[src/verilog/rdma_pkg.sv]
// RDMA command types, queue pair count and payload length limit
package rdma_pkg;

  // Queue pair number as carried in commands and headers
  typedef logic [7:0] qpn_t;

  // Packet sequence number, wraps modulo 65536
  typedef logic [15:0] psn_t;

  // Virtual word address in local or remote memory
  typedef logic [31:0] vaddr_t;

  // Payload length in 32-bit words
  typedef logic [7:0] len_t;

  // Queue pairs held in the PSN table
  localparam int N_QP = 4;

  // Table index width, low bits of the QP number
  localparam int QP_IDX_BITS = 2;

  // Largest payload per frame, in words
  localparam int MAX_LEN = 16;

endpackage

[src/verilog/roce_pkt_pkg.sv]
// Network word type and frame layout constants
package roce_pkt_pkg;

  // One word of the network stream
  typedef logic [31:0] word_t;

  // Header words ahead of the payload: QP/PSN/length, then remote address
  localparam int HDR_WORDS = 2;

  // Receive frame buffer, header and payload only
  localparam int FRAME_BUF_DEPTH = 32;

  // Buffer pointer width
  localparam int BUF_AW = $clog2(FRAME_BUF_DEPTH);

endpackage

[src/verilog/qp_psn_table.sv]
// Per-QP transmit PSN and expected receive PSN table with lookup ports
`timescale 1ns/1ns

module qp_psn_table (
  input  logic           nclk,
  input  logic           nresetn,
  input  logic           cfg_valid,
  input  rdma_pkg::qpn_t cfg_qpn,
  input  rdma_pkg::psn_t cfg_psn,
  input  rdma_pkg::qpn_t tx_qpn,
  output rdma_pkg::psn_t tx_psn,
  input  logic           tx_advance,
  input  rdma_pkg::qpn_t rx_qpn,
  output rdma_pkg::psn_t rx_epsn,
  input  logic           rx_advance
);

  rdma_pkg::psn_t tx_psn_q [rdma_pkg::N_QP];
  rdma_pkg::psn_t rx_epsn_q [rdma_pkg::N_QP];

  logic [rdma_pkg::QP_IDX_BITS-1:0] cfg_idx;
  logic [rdma_pkg::QP_IDX_BITS-1:0] tx_idx;
  logic [rdma_pkg::QP_IDX_BITS-1:0] rx_idx;

  assign cfg_idx = cfg_qpn[rdma_pkg::QP_IDX_BITS-1:0];
  assign tx_idx  = tx_qpn[rdma_pkg::QP_IDX_BITS-1:0];
  assign rx_idx  = rx_qpn[rdma_pkg::QP_IDX_BITS-1:0];

  // Combinational lookups for both engines
  assign tx_psn  = tx_psn_q[tx_idx];
  assign rx_epsn = rx_epsn_q[rx_idx];

  always_ff @(posedge nclk) begin
    if (!nresetn) begin
      for (int i = 0; i < rdma_pkg::N_QP; i++) begin
        tx_psn_q[i]  <= '0;
        rx_epsn_q[i] <= '0;
      end
    end else begin
      if (tx_advance) begin
        tx_psn_q[tx_idx] <= tx_psn_q[tx_idx] + rdma_pkg::psn_t'(1);
      end
      if (rx_advance) begin
        rx_epsn_q[rx_idx] <= rx_epsn_q[rx_idx] + rdma_pkg::psn_t'(1);
      end
      // Config write sets both directions to the same start PSN
      if (cfg_valid) begin
        tx_psn_q[cfg_idx]  <= cfg_psn;
        rx_epsn_q[cfg_idx] <= cfg_psn;
      end
    end
  end

  // An engine must not advance a QP that is being reconfigured
  assert property (@(posedge nclk) disable iff (!nresetn)
    cfg_valid |-> !(tx_advance && tx_idx == cfg_idx) && !(rx_advance && rx_idx == cfg_idx))
    else $error("qp_psn_table: PSN advance collides with config write");

endmodule

[src/verilog/rx_frame_checker.sv]
// Receive frame buffer with XOR checksum check, forwarding good frames and dropping bad ones
`timescale 1ns/1ns

module rx_frame_checker (
  input  logic                nclk,
  input  logic                nresetn,
  input  roce_pkt_pkg::word_t rx_tdata,
  input  logic                rx_tvalid,
  output logic                rx_tready,
  input  logic                rx_tlast,
  output roce_pkt_pkg::word_t frm_tdata,
  output logic                frm_tvalid,
  input  logic                frm_tready,
  output logic                frm_tlast,
  output logic                crc_drop
);

  typedef logic [roce_pkt_pkg::BUF_AW-1:0] ptr_t;
  typedef enum logic {S_FILL, S_SEND} state_t;

  state_t              state;
  roce_pkt_pkg::word_t mem [roce_pkt_pkg::FRAME_BUF_DEPTH];
  roce_pkt_pkg::word_t acc;
  ptr_t                cnt;
  ptr_t                len_q;
  ptr_t                rd_ptr;
  logic                ovf;
  logic                drop_q;
  logic                in_fire;
  logic                out_fire;
  logic                good;

  assign rx_tready = (state == S_FILL);
  assign in_fire   = rx_tvalid && rx_tready;
  assign out_fire  = frm_tvalid && frm_tready;

  // Checksum word equals XOR of all stored words, and at least one payload word
  assign good = !ovf && (cnt > ptr_t'(roce_pkt_pkg::HDR_WORDS)) && (acc == rx_tdata);

  assign frm_tvalid = (state == S_SEND);
  assign frm_tdata  = mem[rd_ptr];
  assign frm_tlast  = (rd_ptr == len_q - ptr_t'(1));
  assign crc_drop   = drop_q;

  always_ff @(posedge nclk) begin
    if (!nresetn) begin
      state  <= S_FILL;
      cnt    <= '0;
      acc    <= '0;
      ovf    <= 1'b0;
      drop_q <= 1'b0;
      rd_ptr <= '0;
      len_q  <= '0;
    end else begin
      drop_q <= 1'b0;
      if (in_fire) begin
        if (rx_tlast) begin
          cnt    <= '0;
          acc    <= '0;
          ovf    <= 1'b0;
          rd_ptr <= '0;
          len_q  <= cnt;
          if (good) begin
            state <= S_SEND;
          end else begin
            drop_q <= 1'b1;
          end
        end else begin
          acc <= acc ^ rx_tdata;
          // Frame would exceed the buffer once its checksum word arrives
          if (cnt == ptr_t'(roce_pkt_pkg::FRAME_BUF_DEPTH - 1)) begin
            ovf <= 1'b1;
          end else begin
            cnt <= cnt + ptr_t'(1);
          end
        end
      end
      if (out_fire) begin
        if (frm_tlast) begin
          state <= S_FILL;
        end else begin
          rd_ptr <= rd_ptr + ptr_t'(1);
        end
      end
    end
  end

  // Checksum word itself is never stored
  always_ff @(posedge nclk) begin
    if (in_fire && !rx_tlast && !ovf) begin
      mem[cnt] <= rx_tdata;
    end
  end

  // Forwarding only starts right after a frame's last word came in
  assert property (@(posedge nclk) disable iff (!nresetn)
    $rose(frm_tvalid) |-> $past(in_fire && rx_tlast))
    else $error("rx_frame_checker: frame released while still arriving");

endmodule

[src/verilog/rdma_rx_engine.sv]
// Receive engine: header parse, PSN check, memory write issue and ack generation
`timescale 1ns/1ns

module rdma_rx_engine (
  input  logic                nclk,
  input  logic                nresetn,
  input  roce_pkt_pkg::word_t frm_tdata,
  input  logic                frm_tvalid,
  output logic                frm_tready,
  input  logic                frm_tlast,
  output rdma_pkg::qpn_t      rx_qpn,
  input  rdma_pkg::psn_t      rx_epsn,
  output logic                rx_advance,
  output logic                wr_req_valid,
  input  logic                wr_req_ready,
  output rdma_pkg::vaddr_t    wr_req_vaddr,
  output rdma_pkg::len_t      wr_req_len,
  output roce_pkt_pkg::word_t wr_data_tdata,
  output logic                wr_data_tvalid,
  input  logic                wr_data_tready,
  output logic                wr_data_tlast,
  output logic                ack_valid,
  input  logic                ack_ready,
  output rdma_pkg::qpn_t      ack_qpn,
  output rdma_pkg::psn_t      ack_psn,
  output logic                ack_is_nak,
  output logic                psn_drop,
  output logic                rx_done
);

  typedef enum logic [2:0] {S_HDR0, S_HDR1, S_WREQ, S_DATA, S_DROP, S_ACK} state_t;

  state_t           state;
  rdma_pkg::qpn_t   qpn_q;
  rdma_pkg::psn_t   psn_q;
  rdma_pkg::len_t   len_q;
  rdma_pkg::vaddr_t vaddr_q;
  rdma_pkg::psn_t   ack_psn_q;
  logic             nak_q;
  logic             frm_fire;
  logic             hdr1_fire;
  logic             psn_ok;

  assign frm_fire  = frm_tvalid && frm_tready;
  assign hdr1_fire = (state == S_HDR1) && frm_fire;
  assign psn_ok    = (psn_q == rx_epsn);

  // Headers and dropped frames are consumed freely, payload follows wr_data
  assign frm_tready = (state == S_DATA) ? wr_data_tready :
                      (state == S_HDR0 || state == S_HDR1 || state == S_DROP);

  assign rx_qpn = qpn_q;

  assign wr_req_valid = (state == S_WREQ);
  assign wr_req_vaddr = vaddr_q;
  assign wr_req_len   = len_q;

  assign wr_data_tvalid = (state == S_DATA) && frm_tvalid;
  assign wr_data_tdata  = frm_tdata;
  assign wr_data_tlast  = frm_tlast;

  assign ack_valid  = (state == S_ACK);
  assign ack_qpn    = qpn_q;
  assign ack_psn    = ack_psn_q;
  assign ack_is_nak = nak_q;

  assign rx_advance = (state == S_DATA) && frm_fire && frm_tlast;
  assign rx_done    = rx_advance;
  assign psn_drop   = hdr1_fire && !psn_ok;

  always_ff @(posedge nclk) begin
    if (!nresetn) begin
      state <= S_HDR0;
    end else begin
      case (state)
        S_HDR0: if (frm_fire) state <= S_HDR1;
        S_HDR1: if (frm_fire) state <= psn_ok ? S_WREQ : S_DROP;
        S_WREQ: if (wr_req_ready) state <= S_DATA;
        S_DATA, S_DROP: if (frm_fire && frm_tlast) state <= S_ACK;
        S_ACK: if (ack_ready) state <= S_HDR0;
        default: state <= S_HDR0;
      endcase
    end
  end

  // Word 0 is {qpn, psn, len}, word 1 the remote address
  always_ff @(posedge nclk) begin
    if (state == S_HDR0 && frm_fire) begin
      qpn_q <= frm_tdata[31:24];
      psn_q <= frm_tdata[23:8];
      len_q <= frm_tdata[7:0];
    end
    // Ack PSN is the expected one, equal to the received one on a match
    if (hdr1_fire) begin
      vaddr_q   <= frm_tdata;
      ack_psn_q <= rx_epsn;
      nak_q     <= !psn_ok;
    end
  end

  assert property (@(posedge nclk) disable iff (!nresetn)
    wr_req_valid && !wr_req_ready |=>
      wr_req_valid && $stable(wr_req_vaddr) && $stable(wr_req_len))
    else $error("rdma_rx_engine: wr_req changed while stalled");

  assert property (@(posedge nclk) disable iff (!nresetn)
    ack_valid && !ack_ready |=> ack_valid && $stable({ack_qpn, ack_psn, ack_is_nak}))
    else $error("rdma_rx_engine: ack changed while stalled");

endmodule

[src/verilog/rdma_tx_engine.sv]
// Transmit engine: send-queue command, memory read and checksummed frame output
`timescale 1ns/1ns

module rdma_tx_engine (
  input  logic                nclk,
  input  logic                nresetn,
  input  logic                sq_valid,
  output logic                sq_ready,
  input  rdma_pkg::qpn_t      sq_qpn,
  input  rdma_pkg::vaddr_t    sq_local_vaddr,
  input  rdma_pkg::vaddr_t    sq_remote_vaddr,
  input  rdma_pkg::len_t      sq_len,
  output logic                rd_req_valid,
  input  logic                rd_req_ready,
  output rdma_pkg::vaddr_t    rd_req_vaddr,
  output rdma_pkg::len_t      rd_req_len,
  input  roce_pkt_pkg::word_t rd_data_tdata,
  input  logic                rd_data_tvalid,
  output logic                rd_data_tready,
  input  logic                rd_data_tlast,
  output rdma_pkg::qpn_t      tx_qpn,
  input  rdma_pkg::psn_t      tx_psn,
  output logic                tx_advance,
  output roce_pkt_pkg::word_t tx_tdata,
  output logic                tx_tvalid,
  input  logic                tx_tready,
  output logic                tx_tlast,
  output logic                tx_done
);

  typedef enum logic [2:0] {S_IDLE, S_RREQ, S_HDR0, S_HDR1, S_DATA, S_CSUM} state_t;

  state_t              state;
  rdma_pkg::qpn_t      qpn_q;
  rdma_pkg::vaddr_t    lvaddr_q;
  rdma_pkg::vaddr_t    rvaddr_q;
  rdma_pkg::len_t      len_q;
  rdma_pkg::len_t      cnt_q;
  roce_pkt_pkg::word_t csum_q;
  logic                tx_fire;
  logic                data_last;

  assign sq_ready = (state == S_IDLE);

  assign rd_req_valid   = (state == S_RREQ);
  assign rd_req_vaddr   = lvaddr_q;
  assign rd_req_len     = len_q;
  assign rd_data_tready = (state == S_DATA) && tx_tready;

  assign tx_qpn = qpn_q;

  always_comb begin
    case (state)
      S_HDR0:  tx_tdata = {qpn_q, tx_psn, len_q};
      S_HDR1:  tx_tdata = rvaddr_q;
      S_CSUM:  tx_tdata = csum_q;
      default: tx_tdata = rd_data_tdata;
    endcase
  end

  assign tx_tvalid = (state == S_HDR0) || (state == S_HDR1) || (state == S_CSUM) ||
                     ((state == S_DATA) && rd_data_tvalid);
  assign tx_tlast  = (state == S_CSUM);
  assign tx_fire   = tx_tvalid && tx_tready;
  assign data_last = (cnt_q == len_q - rdma_pkg::len_t'(1));

  assign tx_advance = tx_fire && tx_tlast;
  assign tx_done    = tx_advance;

  always_ff @(posedge nclk) begin
    if (!nresetn) begin
      state <= S_IDLE;
    end else begin
      case (state)
        S_IDLE: if (sq_valid) state <= S_RREQ;
        S_RREQ: if (rd_req_ready) state <= S_HDR0;
        S_HDR0: if (tx_tready) state <= S_HDR1;
        S_HDR1: if (tx_tready) state <= S_DATA;
        S_DATA: if (tx_fire && data_last) state <= S_CSUM;
        S_CSUM: if (tx_tready) state <= S_IDLE;
        default: state <= S_IDLE;
      endcase
    end
  end

  always_ff @(posedge nclk) begin
    if (sq_valid && sq_ready) begin
      qpn_q    <= sq_qpn;
      lvaddr_q <= sq_local_vaddr;
      rvaddr_q <= sq_remote_vaddr;
      len_q    <= sq_len;
      csum_q   <= '0;
      cnt_q    <= '0;
    end
    // Running XOR over header and payload words
    if (tx_fire && !tx_tlast) begin
      csum_q <= csum_q ^ tx_tdata;
    end
    if (state == S_DATA && tx_fire) begin
      cnt_q <= cnt_q + rdma_pkg::len_t'(1);
    end
  end

  // Memory must end the read stream exactly at the requested length
  assert property (@(posedge nclk) disable iff (!nresetn)
    rd_data_tvalid && rd_data_tready |-> rd_data_tlast == data_last)
    else $error("rdma_tx_engine: read data tlast disagrees with length");

  assert property (@(posedge nclk) disable iff (!nresetn)
    sq_valid && sq_ready |-> sq_len != 0 && sq_len <= rdma_pkg::MAX_LEN)
    else $error("rdma_tx_engine: send length out of range");

endmodule

[src/verilog/roce_stack.sv]
// RoCE stack top: engines, QP PSN table and packet counters
`timescale 1ns/1ns

module roce_stack (
  input  logic                nclk,
  input  logic                nresetn,
  // Network streams
  input  roce_pkt_pkg::word_t rx_tdata,
  input  logic                rx_tvalid,
  output logic                rx_tready,
  input  logic                rx_tlast,
  output roce_pkt_pkg::word_t tx_tdata,
  output logic                tx_tvalid,
  input  logic                tx_tready,
  output logic                tx_tlast,
  // Send queue
  input  logic                sq_valid,
  output logic                sq_ready,
  input  rdma_pkg::qpn_t      sq_qpn,
  input  rdma_pkg::vaddr_t    sq_local_vaddr,
  input  rdma_pkg::vaddr_t    sq_remote_vaddr,
  input  rdma_pkg::len_t      sq_len,
  // Memory read
  output logic                rd_req_valid,
  input  logic                rd_req_ready,
  output rdma_pkg::vaddr_t    rd_req_vaddr,
  output rdma_pkg::len_t      rd_req_len,
  input  roce_pkt_pkg::word_t rd_data_tdata,
  input  logic                rd_data_tvalid,
  output logic                rd_data_tready,
  input  logic                rd_data_tlast,
  // Memory write
  output logic                wr_req_valid,
  input  logic                wr_req_ready,
  output rdma_pkg::vaddr_t    wr_req_vaddr,
  output rdma_pkg::len_t      wr_req_len,
  output roce_pkt_pkg::word_t wr_data_tdata,
  output logic                wr_data_tvalid,
  input  logic                wr_data_tready,
  output logic                wr_data_tlast,
  // Acks
  output logic                ack_valid,
  input  logic                ack_ready,
  output rdma_pkg::qpn_t      ack_qpn,
  output rdma_pkg::psn_t      ack_psn,
  output logic                ack_is_nak,
  // QP setup
  input  logic                qp_cfg_valid,
  input  rdma_pkg::qpn_t      qp_cfg_qpn,
  input  rdma_pkg::psn_t      qp_cfg_psn,
  // Counters
  output logic [31:0]         rx_pkt_count,
  output logic [31:0]         tx_pkt_count,
  output logic [31:0]         crc_drop_count,
  output logic [31:0]         psn_drop_count
);

  roce_pkt_pkg::word_t frm_tdata;
  logic                frm_tvalid;
  logic                frm_tready;
  logic                frm_tlast;
  rdma_pkg::qpn_t      tbl_tx_qpn;
  rdma_pkg::psn_t      tbl_tx_psn;
  logic                tbl_tx_advance;
  rdma_pkg::qpn_t      tbl_rx_qpn;
  rdma_pkg::psn_t      tbl_rx_epsn;
  logic                tbl_rx_advance;
  logic                crc_drop;
  logic                psn_drop;
  logic                rx_done;
  logic                tx_done;

  qp_psn_table u_qp_table (
    .nclk       (nclk),
    .nresetn    (nresetn),
    .cfg_valid  (qp_cfg_valid),
    .cfg_qpn    (qp_cfg_qpn),
    .cfg_psn    (qp_cfg_psn),
    .tx_qpn     (tbl_tx_qpn),
    .tx_psn     (tbl_tx_psn),
    .tx_advance (tbl_tx_advance),
    .rx_qpn     (tbl_rx_qpn),
    .rx_epsn    (tbl_rx_epsn),
    .rx_advance (tbl_rx_advance)
  );

  rx_frame_checker u_rx_check (
    .nclk       (nclk),
    .nresetn    (nresetn),
    .rx_tdata   (rx_tdata),
    .rx_tvalid  (rx_tvalid),
    .rx_tready  (rx_tready),
    .rx_tlast   (rx_tlast),
    .frm_tdata  (frm_tdata),
    .frm_tvalid (frm_tvalid),
    .frm_tready (frm_tready),
    .frm_tlast  (frm_tlast),
    .crc_drop   (crc_drop)
  );

  rdma_rx_engine u_rx_engine (
    .nclk           (nclk),
    .nresetn        (nresetn),
    .frm_tdata      (frm_tdata),
    .frm_tvalid     (frm_tvalid),
    .frm_tready     (frm_tready),
    .frm_tlast      (frm_tlast),
    .rx_qpn         (tbl_rx_qpn),
    .rx_epsn        (tbl_rx_epsn),
    .rx_advance     (tbl_rx_advance),
    .wr_req_valid   (wr_req_valid),
    .wr_req_ready   (wr_req_ready),
    .wr_req_vaddr   (wr_req_vaddr),
    .wr_req_len     (wr_req_len),
    .wr_data_tdata  (wr_data_tdata),
    .wr_data_tvalid (wr_data_tvalid),
    .wr_data_tready (wr_data_tready),
    .wr_data_tlast  (wr_data_tlast),
    .ack_valid      (ack_valid),
    .ack_ready      (ack_ready),
    .ack_qpn        (ack_qpn),
    .ack_psn        (ack_psn),
    .ack_is_nak     (ack_is_nak),
    .psn_drop       (psn_drop),
    .rx_done        (rx_done)
  );

  rdma_tx_engine u_tx_engine (
    .nclk            (nclk),
    .nresetn         (nresetn),
    .sq_valid        (sq_valid),
    .sq_ready        (sq_ready),
    .sq_qpn          (sq_qpn),
    .sq_local_vaddr  (sq_local_vaddr),
    .sq_remote_vaddr (sq_remote_vaddr),
    .sq_len          (sq_len),
    .rd_req_valid    (rd_req_valid),
    .rd_req_ready    (rd_req_ready),
    .rd_req_vaddr    (rd_req_vaddr),
    .rd_req_len      (rd_req_len),
    .rd_data_tdata   (rd_data_tdata),
    .rd_data_tvalid  (rd_data_tvalid),
    .rd_data_tready  (rd_data_tready),
    .rd_data_tlast   (rd_data_tlast),
    .tx_qpn          (tbl_tx_qpn),
    .tx_psn          (tbl_tx_psn),
    .tx_advance      (tbl_tx_advance),
    .tx_tdata        (tx_tdata),
    .tx_tvalid       (tx_tvalid),
    .tx_tready       (tx_tready),
    .tx_tlast        (tx_tlast),
    .tx_done         (tx_done)
  );

  // Packet counters, one count per engine pulse
  always_ff @(posedge nclk) begin
    if (!nresetn) begin
      rx_pkt_count   <= '0;
      tx_pkt_count   <= '0;
      crc_drop_count <= '0;
      psn_drop_count <= '0;
    end else begin
      if (rx_done) begin
        rx_pkt_count <= rx_pkt_count + 32'd1;
      end
      if (tx_done) begin
        tx_pkt_count <= tx_pkt_count + 32'd1;
      end
      if (crc_drop) begin
        crc_drop_count <= crc_drop_count + 32'd1;
      end
      if (psn_drop) begin
        psn_drop_count <= psn_drop_count + 32'd1;
      end
    end
  end

endmodule

[config.mk]
export PLATFORM = sky130hd
export DESIGN_NAME = roce_stack
export DESIGN_NICKNAME = d
export VERILOG_FILES = /design/src/verilog/rdma_pkg.sv /design/src/verilog/roce_pkt_pkg.sv /design/src/verilog/qp_psn_table.sv /design/src/verilog/rx_frame_checker.sv /design/src/verilog/rdma_rx_engine.sv /design/src/verilog/rdma_tx_engine.sv /design/src/verilog/roce_stack.sv
export SDC_FILE = /design/constraint.sdc
export NUM_CORES = 2
export LEC_CHECK = 0
export ABC_AREA = 1
export BUFFER_PORTS_ARGS = -buffer_cell sky130_fd_sc_hd__buf_2
export CAP_MARGIN = 0
export CORE_UTILIZATION = 30
export DETAILED_ROUTE_END_ITERATION = 10
export SLEW_MARGIN = 20
export SYNTH_ARGS = -nofsm -noshare
export SYNTH_HDL_FRONTEND = slang
export SYNTH_SLANG_ARGS = --single-unit
[constraint.sdc]
create_clock -name nclk -period 9.8 [get_ports nclk]
set_input_delay 0.49 -clock nclk [delete_from_list [all_inputs] [get_ports nclk]]
set_output_delay 0.49 -clock nclk [all_outputs]
set_load 0.02 [all_outputs]
After elaboration in Yosys (flattened, before gate mapping)
Memory sizes are Yosys's and may differ from the RTL's. A register that Yosys moved wholly into a read port is not among the register bits.
Index checks and enable logic that the tools add are counted.
W data, S select, Z words.
{ "totals": {"register_bits": 385, "latch_bits": 0, "ramBits": 1152, "romBits": 0, "input_bits": 181, "out_inout_bits": 307, "word_cells": 178, "memories": 3} }
{ "mem_list": {"columns": ["memory", "words", "word_bits", "read_ports", "rd_ports_with_merged_regs", "wr", "line_no", "source"], "rows": [
  ["u_rx_check.mem", 32, 32, 1, 1, 1, "rx_frame_checker.sv:22", "roce_pkt_pkg::word_t mem [roce_pkt_pkg::FRAME_BUF_DEPTH];"],
  ["u_qp_table.rx_epsn_q", 4, 16, 1, 1, 4, "qp_psn_table.sv:19", "rdma_pkg::psn_t rx_epsn_q [rdma_pkg::N_QP];"],
  ["u_qp_table.tx_psn_q", 4, 16, 1, 1, 4, "qp_psn_table.sv:18", "rdma_pkg::psn_t tx_psn_q [rdma_pkg::N_QP];"]
]} }
{ "classes": {"add_sub_neg": 11, "n_mul": 0, "n_div": 0, "magnitude_cmp": 1, "eq_ne": 27, "shifts": 0, "mux": 62, "bitwise_logic": 3, "reduce_logical": 46} }
{ "op_table": {"columns": ["operator", "n"], "rows": [
  ["$add A32 B1 Y32 const B", 4],
  ["$mux W32", 3],
  ["$pmux W32 S3", 1],
  ["$mux W16", 4],
  ["$reduce_or A16 Y1", 4],
  ["$xor A32 B32 Y32", 2],
  ["$mux W3", 12],
  ["$mux W5", 7],
  ["$add A16 B1 Y16 const B", 2],
  ["$eq A32 B32 Y1", 1],
  ["$mux W1", 25],
  ["$logic_and A1 B1 Y1", 21],
  ["$pmux W3 S6", 1],
  ["$eq A16 B16 Y1", 1],
  ["$mux W8", 2],
  ["$pmux W3 S5", 1],
  ["$eq A3 B2 Y1 const B", 4],
  ["$eq A3 B3 Y1 const B", 4],
  ["$mux W2", 6],
  ["$ne A2 B1 Y1 const B", 6],
  ["$ne A2 B2 Y1 const B", 6],
  ["$add A5 B1 Y5 const B", 2],
  ["$add A8 B1 Y8 const B", 1],
  ["$eq A8 B8 Y1", 1],
  ["16 further kinds", 29]
]} }

Depth between registers and ports, before layout
{ "logic_depth": {"word_depth": 12, "mapped_depth": 18, "ltp_nobuf": 16} }

By module
A second synthesis with hierarchy kept.
{ "hier_totals": {"cells_unflattened": 6309, "area_unflattened_um2": 66446.2} }
{ "modules_own_cells": {"columns": ["module", "instances", "cells_each", "area_each_um2", "seq_area_each_um2"], "rows": [
  ["rx_frame_checker", 1, 3423, 42718.5, 31750.5],
  ["qp_psn_table", 1, 967, 7611.0, 3843.7],
  ["roce_stack", 1, 1075, 6879.1, 2562.5],
  ["rdma_tx_engine", 1, 580, 5856.9, 3663.5],
  ["rdma_rx_engine", 1, 264, 3380.7, 2492.4]
]} }

Worst setup path after synthesis
No wires, ideal clock.
{ "synth_path": {"path_kind": "reg-to-reg", "start": "register u_tx_engine.state[0]", "end": "register u_tx_engine.csum_q[0] (enable)", "setup_ps": 390, "arrival_ps": 5514, "t_required_ps": 9410, "setup_slack_ps": 3897, "path_stages_with_launch": 8, "path_buffers": 0, "period_less_slack_ps": 5903, "cell_sequence": "dfxtp_1 > inv_2 > nand2_1 > nor2_1 > inv_1 > nor2_1 > inv_1 > nand2_1"} }
{ "synth_between": {"word_cells_on_any_way": 14, "classes_between": "eq/ne (4); reduce/logical (10)"} }
{ "synth_lines": {"columns": ["element", "line_no", "source"], "rows": [
  ["start, declared", "rdma_tx_engine.sv:33", "state_t state;"],
  ["start signal, assigned", "rdma_tx_engine.sv:72", "state <= S_IDLE;"],
  ["start signal, assigned", "rdma_tx_engine.sv:75", "S_IDLE: if (sq_valid) state <= S_RREQ;"],
  ["start signal, assigned", "rdma_tx_engine.sv:76", "S_RREQ: if (rd_req_ready) state <= S_HDR0;"],
  ["$logic_not A3 Y1", "rdma_tx_engine.sv:43", "assign sq_ready = (state == S_IDLE);"],
  ["named net sq_ready", "roce_stack.sv:18", "output logic sq_ready,"],
  ["$logic_and A1 B1 Y1", "rdma_tx_engine.sv:87", "if (sq_valid && sq_ready) begin"],
  ["$reduce_bool A2 Y1 (no source line)", null, null],
  ["end signal, assigned", "rdma_tx_engine.sv:97", "csum_q <= csum_q ^ tx_tdata;"],
  ["end, declared", "rdma_tx_engine.sv:39", "roce_pkt_pkg::word_t csum_q;"]
]} }
The timed path passes the listed nets, and every way through them passes these cells.
A chain may end at the register's enable or synchronous reset.

==> flow_metrics.tcl <==
set metrics [dict create \
    cts_buffers 165 \
    vias_per_cell 5.16 \
    setup_tns_ns 0 \
    maxSlewHeadroom 0.233 \
    finClkSkew_ns 0.0583 \
    arrival_ns 5.62 \
    clk_latency_ns 0.80 \
    ios 488 \
    rrSetupSlack_ns 5.00 \
    fin_total_pwr_mw 15.5 \
    grt_pass1_vias 44900 \
    r2r-end "u_rx_engine.psn_q[12]" \
    instances_no_fill 9243 \
    power_leakage_nw 26.5 \
    r2r-start "u_rx_check.rd_ptr[0]" \
    end_kind "primary output" \
    place_congestion 0.890 \
    vias 47700 \
    worst-path-max-fanout 84 \
    core_region_area_sq_um 213000 \
    setup_violations 0 \
    rsz0062_at_grt "false" \
    min-delay-path-class "in2reg" \
    initial_core_util 0.303 \
    wl_per_cell_um 23.0 \
    ys_ff_latch 1541 \
    postRouteAntennaNets 0 \
    io_buffers 480 \
    h-tree-depth 4 \
    clockRootBuffer "clkbuf_16" \
    dp_hpwl_um 131000 \
    nets 6473 \
    fin_crit_sh 0.624 \
    synth_cell_type_count 54 \
    synthesis.area_sq_um 64600 \
    cp.required_ns 9.31 \
    placementRows 169 \
    cts.path.max_buffers 3 \
    finalHoldViolCount 0 \
    post-cts-setup-buffers 0 \
    layout_min_cycle_time_ns 6.11 \
    worst_pin_slew_ns 1.15 \
    start_kind "flip-flop" \
    avgSynthCellArea_sq_um 11.2 \
    syn2layout_area_growth_pct 18.4 \
    cts_resized 0 \
    max_freq_mhz 164 \
    drc_errors 0 \
    dieArea_sq_um 217000 \
    cts_hold_buffers 82 \
    drive_gt1_frac 0.142 \
    crit_end "wr_data_tdata[20]" \
    syn_nets 5964 \
    die_h_um 466 \
    crit_start "u_rx_check.rd_ptr[0]" \
    worstRegToRegCells 9 \
    tritoncts "yes" \
    die_w_um 466 \
    drv_cap 0 \
    status "complete, no violations" \
    syn_inst 5768 \
    grt_antenna_before_repair 32 \
    yosysWarningCount 0 \
    slew_viol_final 0 \
    vdd_ir_drop_max_mv 0.191 \
    clkTransAtPathRegs_ns 0.06 \
    clock_sinks 1541 \
    drt-total-wl_um 213000 \
    power.density_nw_per_um2 203 \
    setup.worst_path.class "reg2out" \
    grt.overflow.total 0 \
    grt_max_degree 177 \
    grt.total_usage 0.189 \
    drt_iter0_drc 5556 \
    place_inst 8849 \
    first_pass_iters 7 \
    grt_pass1_wl_um 305000 \
    synth_seq_area_share 0.687 \
]
==> synth_stat cells (all sizes together) <==
cell / count / area, sq um
and3: 2 / 12.5
nor4: 30 / 188
o21a: 3 / 22.5
clkbuf: 233 / 875
inv: 333 / 1250
nand2: 947 / 3580
a31oi: 5 / 31.3
a211oi: 3 / 22.5
xnor2: 52 / 455
o311ai: 1 / 8.76
a21oi: 173 / 870
edfxtp: 1353 / 40600
o2111ai: 2 / 17.5
nand4: 78 / 503
a221oi: 13 / 114
a22oi: 2 / 15.0
ha: 15 / 188
buf: 71 / 420
dfxtp: 188 / 3760
a22o: 7 / 61.3
nor2: 763 / 2920
nor3b: 7 / 52.6
xor2: 78 / 683
o221ai: 102 / 893
nand3: 223 / 1150
or2: 5 / 31.3
nand3b: 20 / 154
nor4b: 1 / 8.76
o211ai: 31 / 238
a41oi: 5 / 43.8
nor3: 86 / 447
o31ai: 3 / 22.5
o21ai: 741 / 3710
o22ai: 191 / 1190
o32a: 1 / 10.0
==> area by class of cell <==
cell class	count	area (sq um)
repair buffers	646	3880
clock inverters	90	988
clock buffers	216	4450
well taps	2821	3530
fillers	20900	136000
inverters	333	1270
diodes	6	15.0
multi-input cells	3590	17900
flip-flops and latches	1541	44400
==> power breakdown <==
part / total, mW / switching, mW / internal [mW] / leakage [nW]
registers: 7.57 / 0.138 / 7.44 / 13.9
clock network: 6.31 / 2.68 / 3.62 / 2.64
logic: 1.62 / 1.20 / 0.419 / 10.0
==> registers in the layout (all words and copies together) (netlist names), 16 cells and up, named ones only <==
name / flops
crc_drop_count: 32
u_rx_engine.wr_req_vaddr: 32
u_rx_check.mem: 1024
u_rx_engine.ack_psn: 16
u_rx_engine.psn_q: 16
u_rx_check.acc: 32
tx_pkt_count: 32
u_tx_engine.rvaddr_q: 32
u_tx_engine.rd_req_vaddr: 32
u_tx_engine.csum_q: 32
psn_drop_count: 32
rx_pkt_count: 32
u_qp_table.rx_epsn_q: 64
u_qp_table.tx_psn_q: 64
==> cells by family (layout without fill, tap and decap cells) <==
logic type	Yosys count	count (layout)	share of synthesized area
AND/OR/NAND/NOR	2162	2162	0.140
flip-flops	1541	1541	0.687
other	0	6	0
AO/OA/AOI/OAI	1283	1283	0.113
XOR/XNOR	130	130	0.0176
adder cells (fa/ha/maj)	15	15	0.00291
buffers and inverters	637	1285	0.0394
==> worst min path at each step <==
stage,start,endpoint,depth (start not counted)
after floorplan,u_rx_check.len_q[4],u_rx_check.len_q[4],2
after global placement,u_rx_check.acc[31],u_rx_check.acc[31],2
after detailed placement,u_rx_check.acc[19],u_rx_check.acc[19],2
after CTS,qp_cfg_psn[12],u_qp_table.rx_epsn_q[2][12],3
after global routing,qp_cfg_psn[12],u_qp_table.rx_epsn_q[2][12],3
final,qp_cfg_psn[12],u_qp_table.rx_epsn_q[2][12],3
==> layout by cell type (no fill, tap or decap), types with 18 or more instances in the layout <==
master,instances
edfxtp_1,1353
nand2_1,941
nor2_1,713
o21ai_0,675
buf_2,479
inv_1,311
nand3_1,217
o22ai_1,191
dfxtp_1,184
a21oi_1,172
clkbuf_16,167
o221ai_1,102
buf_4,83
dlygate4sd3_1,82
nor3_1,80
xor2_1,78
nand4_1,77
o21ai_1,65
xnor2_1,52
clkbuf_1,40
nor2_4,38
o211ai_1,30
nor4_1,30
clkinv_1,26
clkinv_2,25
nand3b_1,19
inv_2,18
==> layer usage <==
layer  vias up  global-route usage  part of all wire
li1      21700                   -                 -
met1     23400               0.240              0.40
met2      2135               0.312              0.47
met3       374              0.0467             0.090
met4        34              0.0652             0.034
met5         -                   0            0.0010
==> worst max-delay path, cell delays in order, from the launching register on <==
cell	delay (ns)
dfxtp_4	0.84
buf_4	0.64
buf_4	0.71
buf_4	0.80
o21ai_0	0.20
o221ai_1	0.26
nand3_1	0.14
nand4_1	0.18
o21ai_0	0.31
inv_1	0.36
buf_2	0.23
==> stage by stage <==
| stage | utilization | hold slack [ns] | worst slack (ns) | cell area (sq um) |
|---|---|---|---|---|
| finish | 0.359 | 0.0530 | 3.69 | 76500 |
| global placement | 0.330 | 0.464 | 4.64 | 70200 |
| global route | 0.359 | 0.0263 | 3.42 | 76500 |
| floorplan | - | 0.448 | 3.90 | 64600 |
| CTS | 0.359 | 0.00154 | 3.73 | 76500 |
| detailed placement | 0.330 | 0.470 | 4.59 | 70200 |
Power figures use the tool's default switching activity.
